===== src/design/alu_pkg.sv =====
package alu_pkg;

    // Command word layout, as written to OFS_CMD.
    //   bits  1..0   op
    //   bits  7..4   addr_a
    //   bits 11..8   addr_b
    //   bits 15..12  addr_r
    // The remaining bits are stored and read back but have no effect.

    typedef enum logic [1:0] {
        REG_READ  = 2'b00, // Result = rA.
        REG_WRITE = 2'b01, // rA = WDATA.
        ADD       = 2'b10, // rR = rA + rB.
        SUB       = 2'b11  // rR = rA - rB.
    } alu_op_e;

    parameter int REG_ADDR_BITS = 4;

    // Byte offsets of the host register map.
    parameter logic [3:0] OFS_CMD    = 4'h0;
    parameter logic [3:0] OFS_WDATA  = 4'h4;
    parameter logic [3:0] OFS_RESULT = 4'h8;
    parameter logic [3:0] OFS_STATUS = 4'hC;

    // AXI response codes.
    parameter logic [1:0] RESP_OKAY   = 2'b00;
    parameter logic [1:0] RESP_SLVERR = 2'b10;

endpackage

===== src/design/alu_cmd_if.sv =====
interface alu_cmd_if #(
    parameter int DATA_BITS = 8
);

    logic                              start;   // One-cycle pulse.
    alu_pkg::alu_op_e                  op;
    logic [alu_pkg::REG_ADDR_BITS-1:0] addr_a;
    logic [alu_pkg::REG_ADDR_BITS-1:0] addr_b;
    logic [alu_pkg::REG_ADDR_BITS-1:0] addr_r;
    logic [DATA_BITS-1:0]              data_in;
    logic                              done;    // One-cycle pulse.
    logic [DATA_BITS-1:0]              data_out;
    logic                              carry;

    // Operands hold from start until done.
    modport csr (
        output start, op, addr_a, addr_b, addr_r, data_in,
        input  done, data_out, carry
    );

    modport seq (
        input  start, op, addr_a, addr_b, addr_r, data_in,
        output done, data_out, carry
    );

endinterface


===== src/design/alu_top.sv =====
module alu_top #(
    parameter int DATA_BITS = 8
) (
    input  logic        clk,
    input  logic        arst_n,
    input  logic [3:0]  awaddr,
    input  logic        awvalid,
    output logic        awready,
    input  logic [31:0] wdata,
    input  logic        wvalid,
    output logic        wready,
    output logic [1:0]  bresp,
    output logic        bvalid,
    input  logic        bready,
    input  logic [3:0]  araddr,
    input  logic        arvalid,
    output logic        arready,
    output logic [31:0] rdata,
    output logic [1:0]  rresp,
    output logic        rvalid,
    input  logic        rready
);

    logic [alu_pkg::REG_ADDR_BITS-1:0] rd0_addr;
    logic                              rd0_enable;
    logic [DATA_BITS-1:0]              rd0_data;
    logic [alu_pkg::REG_ADDR_BITS-1:0] rd1_addr;
    logic                              rd1_enable;
    logic [DATA_BITS-1:0]              rd1_data;
    logic [alu_pkg::REG_ADDR_BITS-1:0] wr_addr;
    logic                              wr_enable;
    logic [DATA_BITS-1:0]              wr_data;

    alu_cmd_if #(.DATA_BITS(DATA_BITS)) u_cmd_if ();

    alu_csr #(.DATA_BITS(DATA_BITS)) u_csr (
        .clk     (clk),     .arst_n  (arst_n),
        .awaddr  (awaddr),  .awvalid (awvalid), .awready (awready),
        .wdata   (wdata),   .wvalid  (wvalid),  .wready  (wready),
        .bresp   (bresp),   .bvalid  (bvalid),  .bready  (bready),
        .araddr  (araddr),  .arvalid (arvalid), .arready (arready),
        .rdata   (rdata),   .rresp   (rresp),   .rvalid  (rvalid),
        .rready  (rready),  .cmd     (u_cmd_if.csr)
    );

    alu_registers #(.DATA_BITS(DATA_BITS)) u_seq (
        .clk        (clk),        .arst_n     (arst_n),     .cmd      (u_cmd_if.seq),
        .rd0_addr   (rd0_addr),   .rd0_enable (rd0_enable), .rd0_data (rd0_data),
        .rd1_addr   (rd1_addr),   .rd1_enable (rd1_enable), .rd1_data (rd1_data),
        .wr_addr    (wr_addr),    .wr_enable  (wr_enable),  .wr_data  (wr_data)
    );

    register_file #(.DATA_BITS(DATA_BITS)) u_regs (
        .clk        (clk),        .arst_n     (arst_n),
        .rd0_addr   (rd0_addr),   .rd0_enable (rd0_enable), .rd0_data (rd0_data),
        .rd1_addr   (rd1_addr),   .rd1_enable (rd1_enable), .rd1_data (rd1_data),
        .wr_addr    (wr_addr),    .wr_enable  (wr_enable),  .wr_data  (wr_data)
    );

endmodule


===== src/design/alu_csr.sv =====
module alu_csr #(
    parameter int DATA_BITS = 8
) (
    input  logic        clk,
    input  logic        arst_n,
    input  logic [3:0]  awaddr,
    input  logic        awvalid,
    output logic        awready,
    input  logic [31:0] wdata,
    input  logic        wvalid,
    output logic        wready,
    output logic [1:0]  bresp,
    output logic        bvalid,
    input  logic        bready,
    input  logic [3:0]  araddr,
    input  logic        arvalid,
    output logic        arready,
    output logic [31:0] rdata,
    output logic [1:0]  rresp,
    output logic        rvalid,
    input  logic        rready,
    alu_cmd_if.csr      cmd
);

    logic [31:0]          cmd_q;
    logic [31:0]          wdata_q;
    logic [DATA_BITS-1:0] result_q;
    logic                 carry_q;
    logic                 busy_q;
    logic                 start_q;
    logic                 wr_hs;
    logic                 rd_hs;
    logic                 rvalid_next;

    // Address and data are taken together, never while a response is owed.
    assign wr_hs   = awvalid && wvalid && !bvalid && !busy_q;
    assign awready = wr_hs;
    assign wready  = wr_hs;

    always_ff @(posedge clk or negedge arst_n) begin
        if (!arst_n) begin
            cmd_q    <= '0;
            wdata_q  <= '0;
            result_q <= '0;
            carry_q  <= 1'b0;
            busy_q   <= 1'b0;
            start_q  <= 1'b0;
            bvalid   <= 1'b0;
            bresp    <= alu_pkg::RESP_OKAY;
        end else begin
            start_q <= 1'b0;
            if (bvalid && bready) begin
                bvalid <= 1'b0;
            end
            if (wr_hs) begin
                case (awaddr)
                    alu_pkg::OFS_CMD: begin
                        cmd_q   <= wdata;
                        start_q <= 1'b1;
                        busy_q  <= 1'b1; // Response waits for done.
                        bresp   <= alu_pkg::RESP_OKAY;
                    end
                    alu_pkg::OFS_WDATA: begin
                        wdata_q <= wdata;
                        bvalid  <= 1'b1;
                        bresp   <= alu_pkg::RESP_OKAY;
                    end
                    default: begin
                        bvalid <= 1'b1;
                        bresp  <= alu_pkg::RESP_SLVERR;
                    end
                endcase
            end
            if (cmd.done) begin
                busy_q <= 1'b0;
                bvalid <= 1'b1;
                if (cmd.op == alu_pkg::REG_READ) begin
                    result_q <= cmd.data_out;
                end
                if (cmd.op inside {alu_pkg::ADD, alu_pkg::SUB}) begin
                    carry_q <= cmd.carry;
                end
            end
        end
    end

    assign rd_hs       = arvalid && arready;
    assign rvalid_next = rd_hs || (rvalid && !rready);

    always_ff @(posedge clk or negedge arst_n) begin
        if (!arst_n) begin
            arready <= 1'b0;
            rvalid  <= 1'b0;
            rdata   <= '0;
            rresp   <= alu_pkg::RESP_OKAY;
        end else begin
            arready <= !rvalid_next;
            rvalid  <= rvalid_next;
            if (rd_hs) begin
                rresp <= alu_pkg::RESP_OKAY;
                case (araddr)
                    alu_pkg::OFS_CMD:    rdata <= cmd_q;
                    alu_pkg::OFS_WDATA:  rdata <= wdata_q;
                    alu_pkg::OFS_RESULT: rdata <= {{(32 - DATA_BITS){1'b0}}, result_q};
                    alu_pkg::OFS_STATUS: rdata <= {30'd0, carry_q, busy_q};
                    default: begin
                        rdata <= '0;
                        rresp <= alu_pkg::RESP_SLVERR;
                    end
                endcase
            end
        end
    end

    assign cmd.start   = start_q;
    assign cmd.op      = alu_pkg::alu_op_e'(cmd_q[1:0]);
    assign cmd.addr_a  = cmd_q[7:4];
    assign cmd.addr_b  = cmd_q[11:8];
    assign cmd.addr_r  = cmd_q[15:12];
    assign cmd.data_in = wdata_q[DATA_BITS-1:0];

    a_b_hold: assert property (
        @(posedge clk) disable iff (!arst_n)
        bvalid && !bready |=> bvalid && $stable(bresp)
    );

    a_r_hold: assert property (
        @(posedge clk) disable iff (!arst_n)
        rvalid && !rready |=> rvalid && $stable(rdata) && $stable(rresp)
    );

endmodule


===== src/design/alu_registers.sv =====
module alu_registers #(
    parameter int DATA_BITS = 8
) (
    input  logic                              clk,
    input  logic                              arst_n,
    alu_cmd_if.seq                            cmd,
    output logic [alu_pkg::REG_ADDR_BITS-1:0] rd0_addr,
    output logic                              rd0_enable,
    input  logic [DATA_BITS-1:0]              rd0_data,
    output logic [alu_pkg::REG_ADDR_BITS-1:0] rd1_addr,
    output logic                              rd1_enable,
    input  logic [DATA_BITS-1:0]              rd1_data,
    output logic [alu_pkg::REG_ADDR_BITS-1:0] wr_addr,
    output logic                              wr_enable,
    output logic [DATA_BITS-1:0]              wr_data
);

    logic                 rd_a_q;   // Cycle 1, read of A.
    logic                 rd_b_q;   // Cycle 1, read of B.
    logic                 load_q;   // Cycle 1, REG_WRITE.
    logic                 wb_q;     // Cycle 2, ADD/SUB write back.
    logic                 done_q;
    logic                 subtract;
    logic [DATA_BITS-1:0] operand_b;
    logic [DATA_BITS:0]   total;

    always_ff @(posedge clk or negedge arst_n) begin
        if (!arst_n) begin
            rd_a_q <= 1'b0;
            rd_b_q <= 1'b0;
            load_q <= 1'b0;
            wb_q   <= 1'b0;
            done_q <= 1'b0;
        end else begin
            rd_a_q <= cmd.start && (cmd.op != alu_pkg::REG_WRITE);
            rd_b_q <= cmd.start && (cmd.op inside {alu_pkg::ADD, alu_pkg::SUB});
            load_q <= cmd.start && (cmd.op == alu_pkg::REG_WRITE);
            wb_q   <= rd_b_q;
            done_q <= rd_a_q || load_q; // Every op sets exactly one of these.
        end
    end

    assign rd0_enable = rd_a_q;
    assign rd0_addr   = cmd.addr_a;
    assign rd1_enable = rd_b_q;
    assign rd1_addr   = cmd.addr_b;

    // A - B is A + ~B + 1.
    assign subtract  = (cmd.op == alu_pkg::SUB);
    assign operand_b = subtract ? ~rd1_data : rd1_data;
    assign total     = {1'b0, rd0_data} + {1'b0, operand_b} + {{DATA_BITS{1'b0}}, subtract};

    // Write-back source is data_in for REG_WRITE, else the adder.
    assign wr_enable = load_q || wb_q;
    assign wr_addr   = load_q ? cmd.addr_a : cmd.addr_r;
    assign wr_data   = load_q ? cmd.data_in : total[DATA_BITS-1:0];

    assign cmd.done     = done_q;
    assign cmd.data_out = rd0_data;
    assign cmd.carry    = total[DATA_BITS];

    a_no_overlap: assert property (
        @(posedge clk) disable iff (!arst_n)
        cmd.start |-> !(rd_a_q || load_q || done_q)
    );

    a_done_latency: assert property (
        @(posedge clk) disable iff (!arst_n)
        cmd.start |-> ##2 cmd.done
    );

endmodule


===== src/design/register_file.sv =====
module register_file #(
    parameter int DATA_BITS = 8
) (
    input  logic                              clk,
    input  logic                              arst_n,
    input  logic [alu_pkg::REG_ADDR_BITS-1:0] rd0_addr,
    input  logic                              rd0_enable,
    output logic [DATA_BITS-1:0]              rd0_data,
    input  logic [alu_pkg::REG_ADDR_BITS-1:0] rd1_addr,
    input  logic                              rd1_enable,
    output logic [DATA_BITS-1:0]              rd1_data,
    input  logic [alu_pkg::REG_ADDR_BITS-1:0] wr_addr,
    input  logic                              wr_enable,
    input  logic [DATA_BITS-1:0]              wr_data
);

    localparam int DEPTH = 2 ** alu_pkg::REG_ADDR_BITS;

    logic [DATA_BITS-1:0] regs [DEPTH];

    always_ff @(posedge clk or negedge arst_n) begin
        if (!arst_n) begin
            for (int i = 0; i < DEPTH; i++) begin
                regs[i] <= '0;
            end
        end else if (wr_enable) begin
            regs[wr_addr] <= wr_data;
        end
    end

    // Read data holds its value while the port is idle.
    always_ff @(posedge clk or negedge arst_n) begin
        if (!arst_n) begin
            rd0_data <= '0;
            rd1_data <= '0;
        end else begin
            if (rd0_enable) begin
                rd0_data <= regs[rd0_addr];
            end
            if (rd1_enable) begin
                rd1_data <= regs[rd1_addr];
            end
        end
    end

    a_wr_addr_known: assert property (
        @(posedge clk) disable iff (!arst_n)
        wr_enable |-> !$isunknown(wr_addr)
    );

endmodule


===== config.mk =====
export PLATFORM = sky130hd
export DESIGN_NAME = alu_top
export DESIGN_NICKNAME = d
export VERILOG_FILES = /design/src/design/alu_pkg.sv /design/src/design/alu_cmd_if.sv /design/src/design/alu_top.sv /design/src/design/alu_csr.sv /design/src/design/alu_registers.sv /design/src/design/register_file.sv
export SDC_FILE = /design/constraint.sdc
export NUM_CORES = 1
export LEC_CHECK = 0
export ABC_CLOCK_PERIOD_IN_PS = 2520
export BUFFER_PORTS_ARGS = -buffer_cell sky130_fd_sc_hd__buf_2
export CAP_MARGIN = 20
export CORE_MARGIN = 1.5
export CORE_UTILIZATION = 25
export DETAILED_ROUTE_END_ITERATION = 12
export GPL_TIMING_DRIVEN = 0
export PLACE_DENSITY = 0.37
export SLEW_MARGIN = 20
export SYNTH_ARGS = -nofsm -noshare
export SYNTH_HDL_FRONTEND = slang
export SYNTH_SLANG_ARGS = --single-unit

===== constraint.sdc =====
create_clock -name clk -period 2.52 [get_ports clk]
set_input_delay 0.252 -clock clk [delete_from_list [all_inputs] [get_ports clk]]
set_output_delay 0.252 -clock clk [all_outputs]
set_load 0.02 [all_outputs]

======== Yosys cells after proc, flatten, opt, wreduce, memory -nomap -nowiden ========
Cells that the tools add are included.
storage, ports and cells
  register bits after elaboration ......... 263
  latch bits .............................. 0
  bits in writable memories ............... 0
  ROM bits ................................ 0
  output and inout port bits .............. 41
  memories kept ........................... 0
cells by class
  add/subtract/negate cells ............... 2
  multiply operators ...................... 0
  div/mod/pow operators ................... 0
  order comparisons ....................... 4
  equality and inequality tests ........... 8
  shift operators ......................... 0
  mux-type cells .......................... 24
  bitwise operators ....................... 4
  reduce and logical (&&, ||, !) cells .... 30
operators with widths
  kind                                                         number
  bitwise mux 128 bit                                          1
  one-hot mux 32 bit (4 select lines)                          1
  binary-select mux 8 bit (select 4 bit)                       2
  2-to-1 mux 8 bit                                             7
  demux 8 bit (select 4 bit)                                   1
  greater-or-equal comparator 5 bit (second input constant)    3
  inverter 4 -> 5 bit                                          3
  logical AND 1 bit                                            10
  AND reduction 2 bit                                          5
  adder 8 x 8 -> 9 bit                                         1
  adder 9 x 1 -> 9 bit                                         1
  2-to-1 mux 1 bit                                             9
  == test 4 x 3 -> 1 bit (second input constant)               2
  == test 4 bit (second input constant)                        2
  zero test 4 bit                                              2
  inverter 8 bit                                               1
  nonzero test 2 bit                                           3
  less-than comparator 5 x 1 -> 1 bit (second input constant)  1
  == test 2 bit (second input constant)                        2
  zero test 1 bit                                              4
  2-to-1 mux 2 bit                                             2
  2-to-1 mux 4 bit                                             1
  OR reduction 4 bit                                           1
  logical OR 1 bit                                             3
  4 further kinds                                              4

======== Logic depth before layout (Yosys ltp) ========
Gate-level depths: netlist (run 1).
  depth after elaboration ................. 7
  mapped depth ............................ 10
  depth with buffers taken out ............ 9

======== By module ========
Synthesis (run 1) repeated with hierarchy kept, for this count alone.
second synthesis, totals
  cell total of the unflattened synthesis .. 927
  area total of the unflattened synthesis .. 13173.9 sq um
by module, submodules not included
  module         times used  cells each  area each (sq um)
  register_file  1           473         7439.6
  alu_csr        1           354         4888.4
  alu_registers  1           100         845.8

======== Worst setup path before layout (run 1) ========
Ideal clock, no wire load.
  kind .................................... register to register
  start ................................... register u_csr.cmd_q[1]
  end ..................................... register u_regs.regs[100] (netlist bit)
  setup time .............................. 0.132 ns
  arrival ................................. 2.292 ns
  data required time ...................... 2.388 ns
  slack ................................... 0.096 ns
  stages on the path, launching flop included .. 11
  buffers on the path ..................... 1
  period minus slack after synthesis ...... 2.424 ns
  path through ............................ dfrtp_1 nand2_4 xnor2_1 inv_1 fa_1 nand3b_1 nand2_1 xor2_1 mux2i_1 clkbuf_1 o21ai_1
on the way
  longest elaborated chain between the ends .. 6
RTL lines
  item                           RTL line             source
  start, declared                alu_csr.sv:25        logic [31:0] cmd_q;
  start signal, assigned         alu_csr.sv:58        cmd_q <= wdata;
  == test 2 bit *                alu_registers.sv:49  assign subtract = (cmd.op == alu_pkg::SUB);
  2-to-1 mux 8 bit               alu_registers.sv:50  assign operand_b = subtract ? ~rd1_data : rd1_data;
  adder 8 x 8 -> 9 bit           alu_registers.sv:51  assign total = {1'b0, rd0_data} + {1'b0, operand_b} + {{DATA_BITS{1'b0}}, subtract};
  adder 9 x 1 -> 9 bit *         alu_registers.sv:51
  2-to-1 mux 8 bit *             alu_registers.sv:56  assign wr_data = load_q ? cmd.data_in : total[DATA_BITS-1:0];
  bitwise mux 128 bit *          register_file.sv:27  regs[wr_addr] <= wr_data;
  end signal, assigned by index  register_file.sv:27
  end, declared                  register_file.sv:19  logic [DATA_BITS-1:0] regs [DEPTH];
Every way passes the cells marked *; elsewhere a longest branch is shown, timed or not.
A chain may end at the register's enable or synchronous reset.

======== Worst setup path in the final report (run 1) ========
  start ................................... register u_csr.cmd_q[9]
  end ..................................... register u_regs.rd1_data[7]
on the way
  longest elaborated chain between the ends .. 4
RTL lines
  item                                                  RTL line             source
  inverter 4 -> 5 bit (not written as such)             register_file.sv:41  rd1_data <= regs[rd1_addr];
  binary-select mux 8 bit (select 4 bit)                register_file.sv:41
  2-to-1 mux 8 bit (not written as such) (2 in series)  register_file.sv:41
  end signal, assigned                                  register_file.sv:41
  end, declared                                         register_file.sv:11  output logic [DATA_BITS-1:0] rd1_data,
Every way passes these cells. The select of a mux whose other input is x is not followed.

==> metrics.md, run 1 <==
| Metric | Value |
|---|---|
| Status | finished clean |
| GRT Total Usage | 15.55% |
| Synth area leader | dfrtp_1 |
| CTS buffer count | 35 |
| Drt total wl | a little over 40000 um |
| Worst Setup Path Type | reg -> reg |
| GRT overflow | 0 |
| Wire per inst | 20.57 um |
| CTS max path bufs | 3 |
| Top post-synthesis cells by area | dfrtp_1, mux4_2, mux2_2 |
| Die Y-Extent | 231.3 um |
| VDD IR max | about 0.28 mV |
| Maximum number of pins on one net before global-route repair | 92 |
| Number of flops mapped to enable cells by yosys | 0 |
| Post-route DRC | 0 |
| Clk slew on worst S/H paths | roughly 0.06 ns |
| CP required | 2.92 ns |
| Multi-input gate area | between 6000 and 7000 um^2 |
| Most common library cells after synthesis | dfrtp_1, nand2_1, o21ai_1 |
| DRT antenna net count | 0 |
| Die Area | around 54000 um^2 |
| Pwr Total | 11280 uW |
| Post-synthesis cell count | 1094 |
| Port-buffer cells | 85 |
| RSZ-0062 raised after global routing | true |
| Hpwl dp | 29490 um |
| Hold Path Cell Cnt | 2 |
| # clock sinks | around 260 |
| NumNets Final | ~1300 |
| Worst Max-Slew Pin Slew | 0.9573 ns |
| Number of fill cells | 5283 |
| Seq/Total Area, Yosys | about half |
| Length in cells of the worst reg-to-reg path | 5 |
| Number of top-level pins | 88 |
| Max-slew violation count | 0 |
| Vias in the first global route | 9616 |
| Ratio of final minimum period to clock period | 97.79% |
| Initial antenna violation count | 0 |
| Tightest Hold Check Type | in -> reg |
| Row cnt | 83 |
| Routed vias/inst | 4.672 |
| H-tree levels | 2 |
| Critical path peak fanout | 10 |
| Fin crit period | 2.464 ns |
| Top cell type's share of synthesized area | between 50 and 60% |
| Pwr Density | about 700 nW/um^2 |
| Yosys warning count | 0 |
| Max Cap Violations | 0 |
| Post-Syn Area per Cell | between 10 and 15 um^2 |
| Die Wd | 231.3 um |
| Yosys reg bits | 261 |
| F_max | 405.8 MHz |
| Placer Congestion | ~0.79 |
| Setup Skew | 0.02177 ns |
| Antenna diodes | 0 |
| CP endpoint kind | register |
| Area Growth Syn to Fin | 23.93% |
| Setup_tns | 0 ns |
| Final Setup Violations | 0 |
| P_leak | 0.007017 uW |
| Synth unique cells | 63 |
| Rel. slew slack | 36.18% |
| Insertion delay to the later sink of the worst-skew pair | approximately 0.55 ns |
| Hold Vio Cnt, Final | 0 |
| Share of cells above drive strength 1 | 31.94% |
| Register area | roughly 6500 um^2 |
| First-pass GRT wire length | 62370 um |
| Core area | 51410 um^2 |
| CTS root buffer | clkbuf_16 |
| Fin util | 31.42% |
| Setup crit start kind | register |
| DR pass1 iterations | 4 |
| Worst EP arrival | 2.86 ns |
| CTS tree | yes |
| Initial drt markers | 530 |
| Initial Utilization | 25.35% |
| Main synth FF type | dfrtp_1 |
| Post-synth ARST share | 100.0% |
| Routed via count | 9232 |
| Mapped cell area | 13030 um^2 |
| Most instantiated library cell after synthesis | dfrtp_1 |
## area by class of cell
class	instances	share of cell area (%)
clock buffers	49	5.996
flip-flops and latches	261	40.45
repair buffers	144	6.786
inverters	11	0.2556
clock inverters	9	0.5190
multi-input cells	736	37.83
well taps	680	5.268
plain buffers	86	2.897
## where the power goes
| group | switching [uW] | leakage, uW | internal, uW |
|---|---|---|---|
| Clock | 1930 | 0.000515 | 2780 |
| Combinational | 1090 | 0.00294 | 814 |
| Sequential | 202 | 0.00357 | 4470 |
| Total | 3220 | 0.00702 | 8060 |
## critical path, cell delays in order, from the launching register on
cell and delay, ns:
dfrtp_1 0.33, clkbuf_1 0.47, clkbuf_1 0.61, mux4_2 0.45
mux2i_1 0.27, o221ai_1 0.18
## path summary, 6_finish.rpt
kind | from | to | slack, ns
max reg2reg | u_csr.cmd_q[9] | u_regs.rd1_data[7] | 0.06
min reg2reg | u_seq.rd1_enable | u_seq.wb_q | 0.45
max | u_csr.cmd_q[9] | u_regs.rd1_data[7] | 0.06
min | wdata[6] | u_csr.wdata_q[6] | 0.08
min in group asynchronous | arst_n | u_regs.regs[63] | 0.18
max in group asynchronous | arst_n | u_csr.result_q[5] | 1.27
## through the flow
stage	hold slack (ns)	area, um^2	setup WS (ns)	std cells
6_report	0.07810	16150	0.05576	1976
5_1_grt	0.05866	16150	-0.04016	1976
3_5_place_dp	0.1470	14420	-0.8356	1863
3_3_place_gp	0.4287	14310	-4.310	1860
2_1_floorplan	-0.04359	13040	0.09558	1095
4_1_cts	0.05027	16000	0.0005493	1966
## cells by family after synthesis
kind of cell               after synthesis  synth area share [%]
and+or+nand+nor                        270                 9.562
DFF                                    261                 50.12
AOI/OAI and AO/OA                      253                 13.27
muxes                                  192                 21.76
buffers and inverters                   98                 3.667
xor gates and xnor gates                10                0.6721
adders and majority gates                9                0.9217
other                                    1               0.02877
## state kept, by name (all words and copies together) (netlist names)
name              count
u_regs.regs         128
u_csr.cmd_q          32
u_csr.rresp           1
u_csr.wdata_q        32
u_csr.rdata          32
u_seq.rd1_enable      1
u_regs.rd1_data       8
u_regs.rd0_data       8
u_seq.wb_q            1
u_csr.cmd.start       1
u_csr.bresp           1
u_csr.busy_q          1
u_csr.arready         1
u_seq.load_q          1
u_csr.result_q        8
u_csr.bvalid          1
u_seq.rd0_enable      1
u_csr.carry_q         1
u_csr.rvalid          1
u_seq.cmd.done        1
## what timing repair did
item | 4_1_cts | 5_1_grt
hold endpoints to repair | 236 | 0
cloned | 1 | 2
setup buffers | 8 | 9
hold buffers | 36 | 0
endpoints found under the setup margin | 102 | 74
pin swaps | 5 | 8
gates resized for setup | 27 | 16
## placed cells by master, fill, tap and decap left out, drive strengths merged, types with 8 or more instances in the layout
cell type,Yosys,layout
nor2,39,39
xnor2,8,8
a21oi,8,8
mux2,71,71
a22oi,24,24
buf,56,163
nand2b,19,19
ha,8,8
clkbuf,31,80
o211ai,16,16
mux2i,55,55
inv,11,14
nand2,178,178
dfrtp,261,261
o221ai,15,15
dlygate4sd3,0,36
o21ai,150,150
mux4,66,66
o22ai,16,16
a22o,8,8
## layer usage
layer  vias to the layer above  wire length [um]  track usage [%]
met2                       143             18890            24.64
li1                       4364                 -                -
met4                         0               790            4.167
met1                      4674             19290            21.69
met5                         -                 0                0
met3                        51              1682            2.830
Note: power is estimated with default switching activity, not from simulation.
==> run 2: changes to the inputs <==
--- a/config.mk
+++ b/config.mk
@@ -7,7 +7,7 @@
 export LEC_CHECK = 0
 export ABC_CLOCK_PERIOD_IN_PS = 2520
 export BUFFER_PORTS_ARGS = -buffer_cell sky130_fd_sc_hd__buf_2
-export CAP_MARGIN = 20
+export CORE_ASPECT_RATIO = 0.7
 export CORE_MARGIN = 1.5
 export CORE_UTILIZATION = 25
 export DETAILED_ROUTE_END_ITERATION = 12
==> run 2 against run 1 <==
  * Combinational power increased by 7%
  * Final area grew 0.25%
  * Utilization grew 0.26 points
  * Clock skew decreased by 0.0055 ns
  * Clock power fell by 7.2%
  * Sequential share of layout area is 0.10 points lower
  * Critical path type unchanged
==> metrics.md, run 2 (synthesis gave the netlist of run 1 again) <==
| Metric | Value |
|---|---|
| Setup_tns | 0 ns |
| Setup crit start kind | register |
| CTS root buffer | clkbuf_16 |
| Multi-input gate area | between 6000 and 7000 um^2 |
| GRT overflow | 0 |
| Most frequent cells in the layout | dfrtp_1, nand2_1, buf_2, o21ai_1, mux2_2 |
| FF-to-FF Start | u_csr.cmd_q[0] |
| CTS buffer count | 29 |
| NumNets Final | 1327 |
| Max FFs per register | 128 |
| H-tree levels | 1 |
| DR pass1 iterations | 5 |
| Largest reg by FF count | u_regs.regs |
| Worst Setup Path Type | reg -> reg |
| Hold_sp | awaddr[1] |
| Register area | 6534 um^2 |
| Crit. Startpoint | u_csr.cmd_q[0] |
| Setup Skew | 0.01631 ns |
| Critical path peak fanout | 5 |
| Critical path's slowest cell | dfrtp_2 |
| GRT Total Usage | 16.14% |
| CP Cell Sequence | nand2_8 -> xnor2_2 -> ha_4 -> nand2_2 -> o31ai_4 -> o31a_1 -> buf_6 -> clkbuf_16 -> mux2i_1 -> o211ai_2 |
| # clock sinks | ~260 |
| Fin crit period | between 2 and 2.5 ns |
| Ratio of final minimum period to clock period | 97.84% |
| Initial drt markers | 600 |
| DP Area | around 14000 um^2 |
| Max Cap Violations | 0 |
| Pwr Total | between 10000 and 15000 uW |
| Die Area | approximately 54000 um^2 |
| CTS tree | yes |
| Vias in the first global route | 9388 |
| Routed vias/inst | 4.840 |
| CTS max path bufs | 3 |
| Hold path endpoint | u_csr.bresp[1] |
| Hpwl dp | 31940 um |
| Clk slew on worst S/H paths | 0.06 ns |
| Initial Utilization | 25.50% |
| Insertion delay to the later sink of the worst-skew pair | 0.56 ns |
| Post-route DRC | 0 |
| Port-buffer cells | 85 |
| Antenna diodes | 0 |
| Length in cells of the worst reg-to-reg path | 10 |
| F_max | 405.6 MHz |
| Number of top-level pins | 88 |
| CP endpoint kind | register |
| Wire per inst | between 20 and 25 um |
| Pwr Density | 684.6 nW/um^2 |
| Share of cells above drive strength 1 | 32.63% |
| Die Wd | about 280 um |
| Hold Vio Cnt, Final | 0 |
| Worst EP arrival | 2.90 ns |
| Routed via count | 9491 |
| Max-slew violation count | 0 |
| Row cnt | between 60 and 70 |
| Reg2reg setup slack | 0.05 ns |
| Initial antenna violation count | 1 |
| Rel. slew slack | 40.01% |
| Die Y-Extent | 194.0 um |
| CP required | 2.95 ns |
| Design area | 16190 um^2 |
| DRT antenna net count | 0 |
| Hold Path Cell Cnt | 5 |
| Final Setup Violations | 0 |
| P_leak | 0.007026 uW |
| Critical path's largest stage delay | approximately 0.44 ns |
| FF-to-FF End | u_regs.regs[63] |
| VDD IR max | 0.4285 mV |
| Area Growth Syn to Fin | 24.24% |
| Drt total wl | 43050 um |
| Maximum number of pins on one net before global-route repair | 85 |
| Status | finished clean |
| RSZ-0062 raised after global routing | true |
| Placer Congestion | approximately 0.76 |
| Tightest Hold Check Type | in -> reg |
| Core area | 51110 um^2 |
| Worst Max-Slew Pin Slew | 0.8998 ns |
| Most common cell after layout, fill and taps aside | dfrtp_1 |
| Number of fill cells | 5271 |
| First-pass GRT wire length | 64430 um |
-- run 2: metal layers --
metal / track usage (%) / up-vias / wire length [um]
met1: 27.64 / 4939 / 24160
met4: 2.677 / 0 / 616
met5: 0 / - / 0
met3: 3.245 / 38 / 1992
met2: 20.06 / 155 / 16290
li1: - / 4359 / -
-- run 2: repair_timing --
item | CTS | global route
gates resized for setup | 26 | 43
cloned | 1 | 2
setup buffers | 11 | 6
setup endpoints to repair | 108 | 91
hold endpoints to repair | 112 | 0
hold buffers | 37 | 0
pin swaps | 5 | 13
-- run 2: critical path: cells and delay by family (launching register included) --
family                     cells  cell delay, ns
and+or+nand+nor                2            0.18
xor gates and xnor gates       1            0.17
adders and majority gates      1            0.30
muxes                          1            0.22
DFF                            1            0.44
buffers and inverters          2            0.38
AOI/OAI and AO/OA              3            0.63
-- run 2: how the worst max path moves through the flow --
stage / cells past startpoint / slack [ns] / end
6_report: 10 / 0.05 / u_regs.regs[63]
4_1_cts: 5 / 0.007 / u_regs.rd0_data[5]
5_1_grt: 11 / -0.06 / u_regs.regs[108]
3_5_place_dp: 10 / -0.81 / u_regs.regs[4]
2_1_floorplan: 10 / 0.1 / u_regs.regs[100]
3_3_place_gp: 1 / -4.31 / u_csr.wdata_q[19]
-- run 2: layout make-up --
cell class	count	share of cell area [%]
Sequential cell	261	40.35
Multi-Input combinational cell	737	38.37
Inverter	11	0.2550
Buffer	87	2.975
Clock buffer	42	5.216
Clock inverter	5	0.6182
Timing Repair Buffer	144	7.001
Tap cell	674	5.208
-- run 2: power by group --
| part | leakage [uW] | switching [uW] | internal, uW | total (uW) |
|---|---|---|---|---|
| Sequential | 0.00357 | 221 | 4460 | 4680 |
| Combinational | 0.00300 | 1170 | 856 | 2030 |
| Clock | 0.000465 | 1780 | 2600 | 4370 |
| Total | 0.00703 | 3170 | 7920 | 11100 |
-- run 2: through the flow --
stage / std cells / hold WS [ns] / setup WS [ns] / utilization (%)
floorplan: 1095 / -0.04359 / 0.09558 / -
global placement: 1854 / 0.4498 / -4.309 / 27.99
detailed placement: 1857 / 0.1952 / -0.8084 / 28.19
CTS: 1953 / 0.1025 / 0.006900 / 31.17
global route: 1961 / 0.1351 / -0.06460 / 31.68
finish: 1961 / 0.1228 / 0.05438 / 31.68
==> run 3: changes to the inputs <==
--- a/config.mk
+++ b/config.mk
@@ -12,6 +12,7 @@
 export CORE_UTILIZATION = 25
 export DETAILED_ROUTE_END_ITERATION = 12
 export GPL_TIMING_DRIVEN = 0
+export MAX_ROUTING_LAYER = met4
 export PLACE_DENSITY = 0.37
 export SLEW_MARGIN = 20
 export SYNTH_ARGS = -nofsm -noshare
==> run 3 against run 2 <==
  * Critical endpoint is now u_regs.rd1_data[6]
  * Via count decreased by 0.13%
  * Final area is 0.21% higher
  * Hold slack about the same
  * Largest cell class unchanged
==> metrics.md, run 3 (synthesis gave the netlist of run 1 again) <==
| Metric | Value |
|---|---|
| Worst Max-Slew Pin Slew | 0.9115 ns |
| Setup Skew | approximately 0.012 ns |
| Max FFs per register | 128 |
| Largest reg by FF count | u_regs.regs |
| Die Y-Extent | 194.0 um |
| CTS max path bufs | 3 |
| Crit path max-delay family | buffers and inverters |
| Hpwl dp | 31940 um |
| Vias in the first global route | 9393 |
| Max-slew violation count | 0 |
| Number of top-level pins | 88 |
| CTS root buffer | clkbuf_16 |
| GRT overflow | 0 |
| Critical path peak fanout | 10 |
| Ratio of final minimum period to clock period | 98.34% |
| Share of cells above drive strength 1 | 33.23% |
| CTS tree | yes |
| Rel. slew slack | 39.23% |
| Initial Utilization | 25.50% |
| Die Wd | 275.9 um |
| GRT Total Usage | 16.63% |
| Area Growth Syn to Fin | 24.50% |
| Pwr Total | 11090 uW |
| Maximum number of pins on one net before global-route repair | 85 |
| RSZ-0062 raised after global routing | true |
| Pwr Density | roughly 680 nW/um^2 |
| Insertion delay to the later sink of the worst-skew pair | 0.56 ns |
| Critical path's slowest cell | clkbuf_1 |
| Hold Vio Cnt, Final | 0 |
| Most frequent cells in the layout | dfrtp_1, nand2_1, buf_2, o21ai_1, mux2_2 |
| CP Cell Sequence | clkbuf_1 -> clkbuf_1 -> mux4_2 -> mux2i_1 -> o221ai_1 |
| Initial antenna violation count | 1 |
| First-pass GRT wire length | ~64000 um |
| Number of fill cells | 5269 |
| Most common cell after layout, fill and taps aside | dfrtp_1 |
| Status | finished clean |
| Port-buffer cells | 85 |
| Final Setup Violations | 0 |
| Antenna diodes | 0 |
| Worst EP arrival | just under 3 ns |
| Tightest Hold Check Type | in -> reg |
| Post-route DRC | 0 |
| DRT antenna net count | 0 |
| Fin crit period | 2.478 ns |
| # clock sinks | between 200 and 300 |
| Max Cap Violations | 0 |
| DR pass1 iterations | 5 |
| Worst Setup Path Type | reg -> reg |
| F_max | 403.5 MHz |
| Final hold slack | 0.1231 ns |
| Cell with the most instances on the worst path | clkbuf_1 |
| CP required | 2.94 ns |
| H-tree levels | 1 |
| CTS buffer count | 29 |
| VDD IR max | 0.4222 mV |
| Critical path's largest stage delay | 0.74 ns |
| Initial drt markers | 592 |
| NumNets Final | approximately 1300 |
| Setup crit start kind | register |
| Routed vias/inst | 4.831 |
| Drt total wl | 43080 um |
| CP endpoint kind | register |
| Wire per inst | 21.96 um |
| Die Area | 53530 um^2 |
| Non-Filler Instances | 1962 |
| Crit path buffers/inverters | 2 |
| Routed via count | 9479 |
| Placer Congestion | 0.7724 |
| Core area | 51110 um^2 |
| Clk slew on worst S/H paths | around 0.06 ns |
| DP Cell Count | 1857 |
| Row cnt | between 60 and 70 |
| P_leak | 0.007037 uW |
[run 3: repair_timing]
item | 4_1_cts | 5_1_grt
hold buffers | 37 | 0
resized for setup | 26 | 49
gates cloned | 1 | 2
setup buffers | 11 | 7
endpoints found under the hold margin | 112 | 0
endpoints found under the setup margin | 108 | 91
pin swaps | 5 | 20
[run 3: worst register-to-register path: stages, from the launching register on]
cell,delay [ns]
dfrtp_1,0.34
clkbuf_1,0.43
clkbuf_1,0.74
mux4_2,0.43
mux2i_1,0.24
o221ai_1,0.16
[run 3: area by class of cell]
cell class | instances | area [um^2] | share of cell area [%]
Buffer | 87 | 481.7 | 2.969
Clock buffer | 42 | 844.6 | 5.205
Clock inverter | 5 | 100.1 | 0.6169
Inverter | 11 | 41.29 | 0.2545
Multi-Input combinational cell | 737 | 6245 | 38.49
Sequential cell | 261 | 6534 | 40.27
Tap cell | 674 | 843.3 | 5.197
Timing Repair Buffer | 145 | 1136 | 7.002
[run 3: layer usage]
metal,share of wire [%],routed length [um],global-route usage [%]
met1,56,24220,27.65
met2,38,16350,20.07
met3,4.4,1893,3.245
met4,1.4,616,2.677
met5,0,0,-
[run 3: path summary, 6_finish.rpt]
check	start	endpoint	slack, ns	cells past startpoint
hold reg to reg	u_csr.rdata[18]	u_csr.rdata[18]	0.48	2
setup reg to reg	u_csr.cmd_q[9]	u_regs.rd1_data[6]	0.04	5
setup / recovery	u_csr.cmd_q[9]	u_regs.rd1_data[6]	0.04	5
min in group asynchronous	arst_n	u_regs.regs[54]	0.21	2
max in group asynchronous	arst_n	u_csr.wdata_q[16]	1.19	4
hold / removal	araddr[1]	u_csr.rresp[1]	0.12	3
[run 3: per-stage QoR]
stage	utilization [%]	worst slack, ns	area (um^2)	setup TNS (ns)
after floorplan	-	0.09558	13040	0
after global placement	27.99	-4.309	14310	-1147.96
after detailed placement	28.19	-0.8084	14410	-35.12
after CTS	31.17	0.006900	15930	0
after global routing	31.75	-0.04189	16230	-0.5169
final	31.75	0.04194	16230	0
[run 3: power breakdown]
group	switching (uW)	total (uW)	internal (uW)
Sequential	219	4680	4460
Clock	1770	4370	2600
Combinational	1180	2040	861
Total	3170	11100	7920
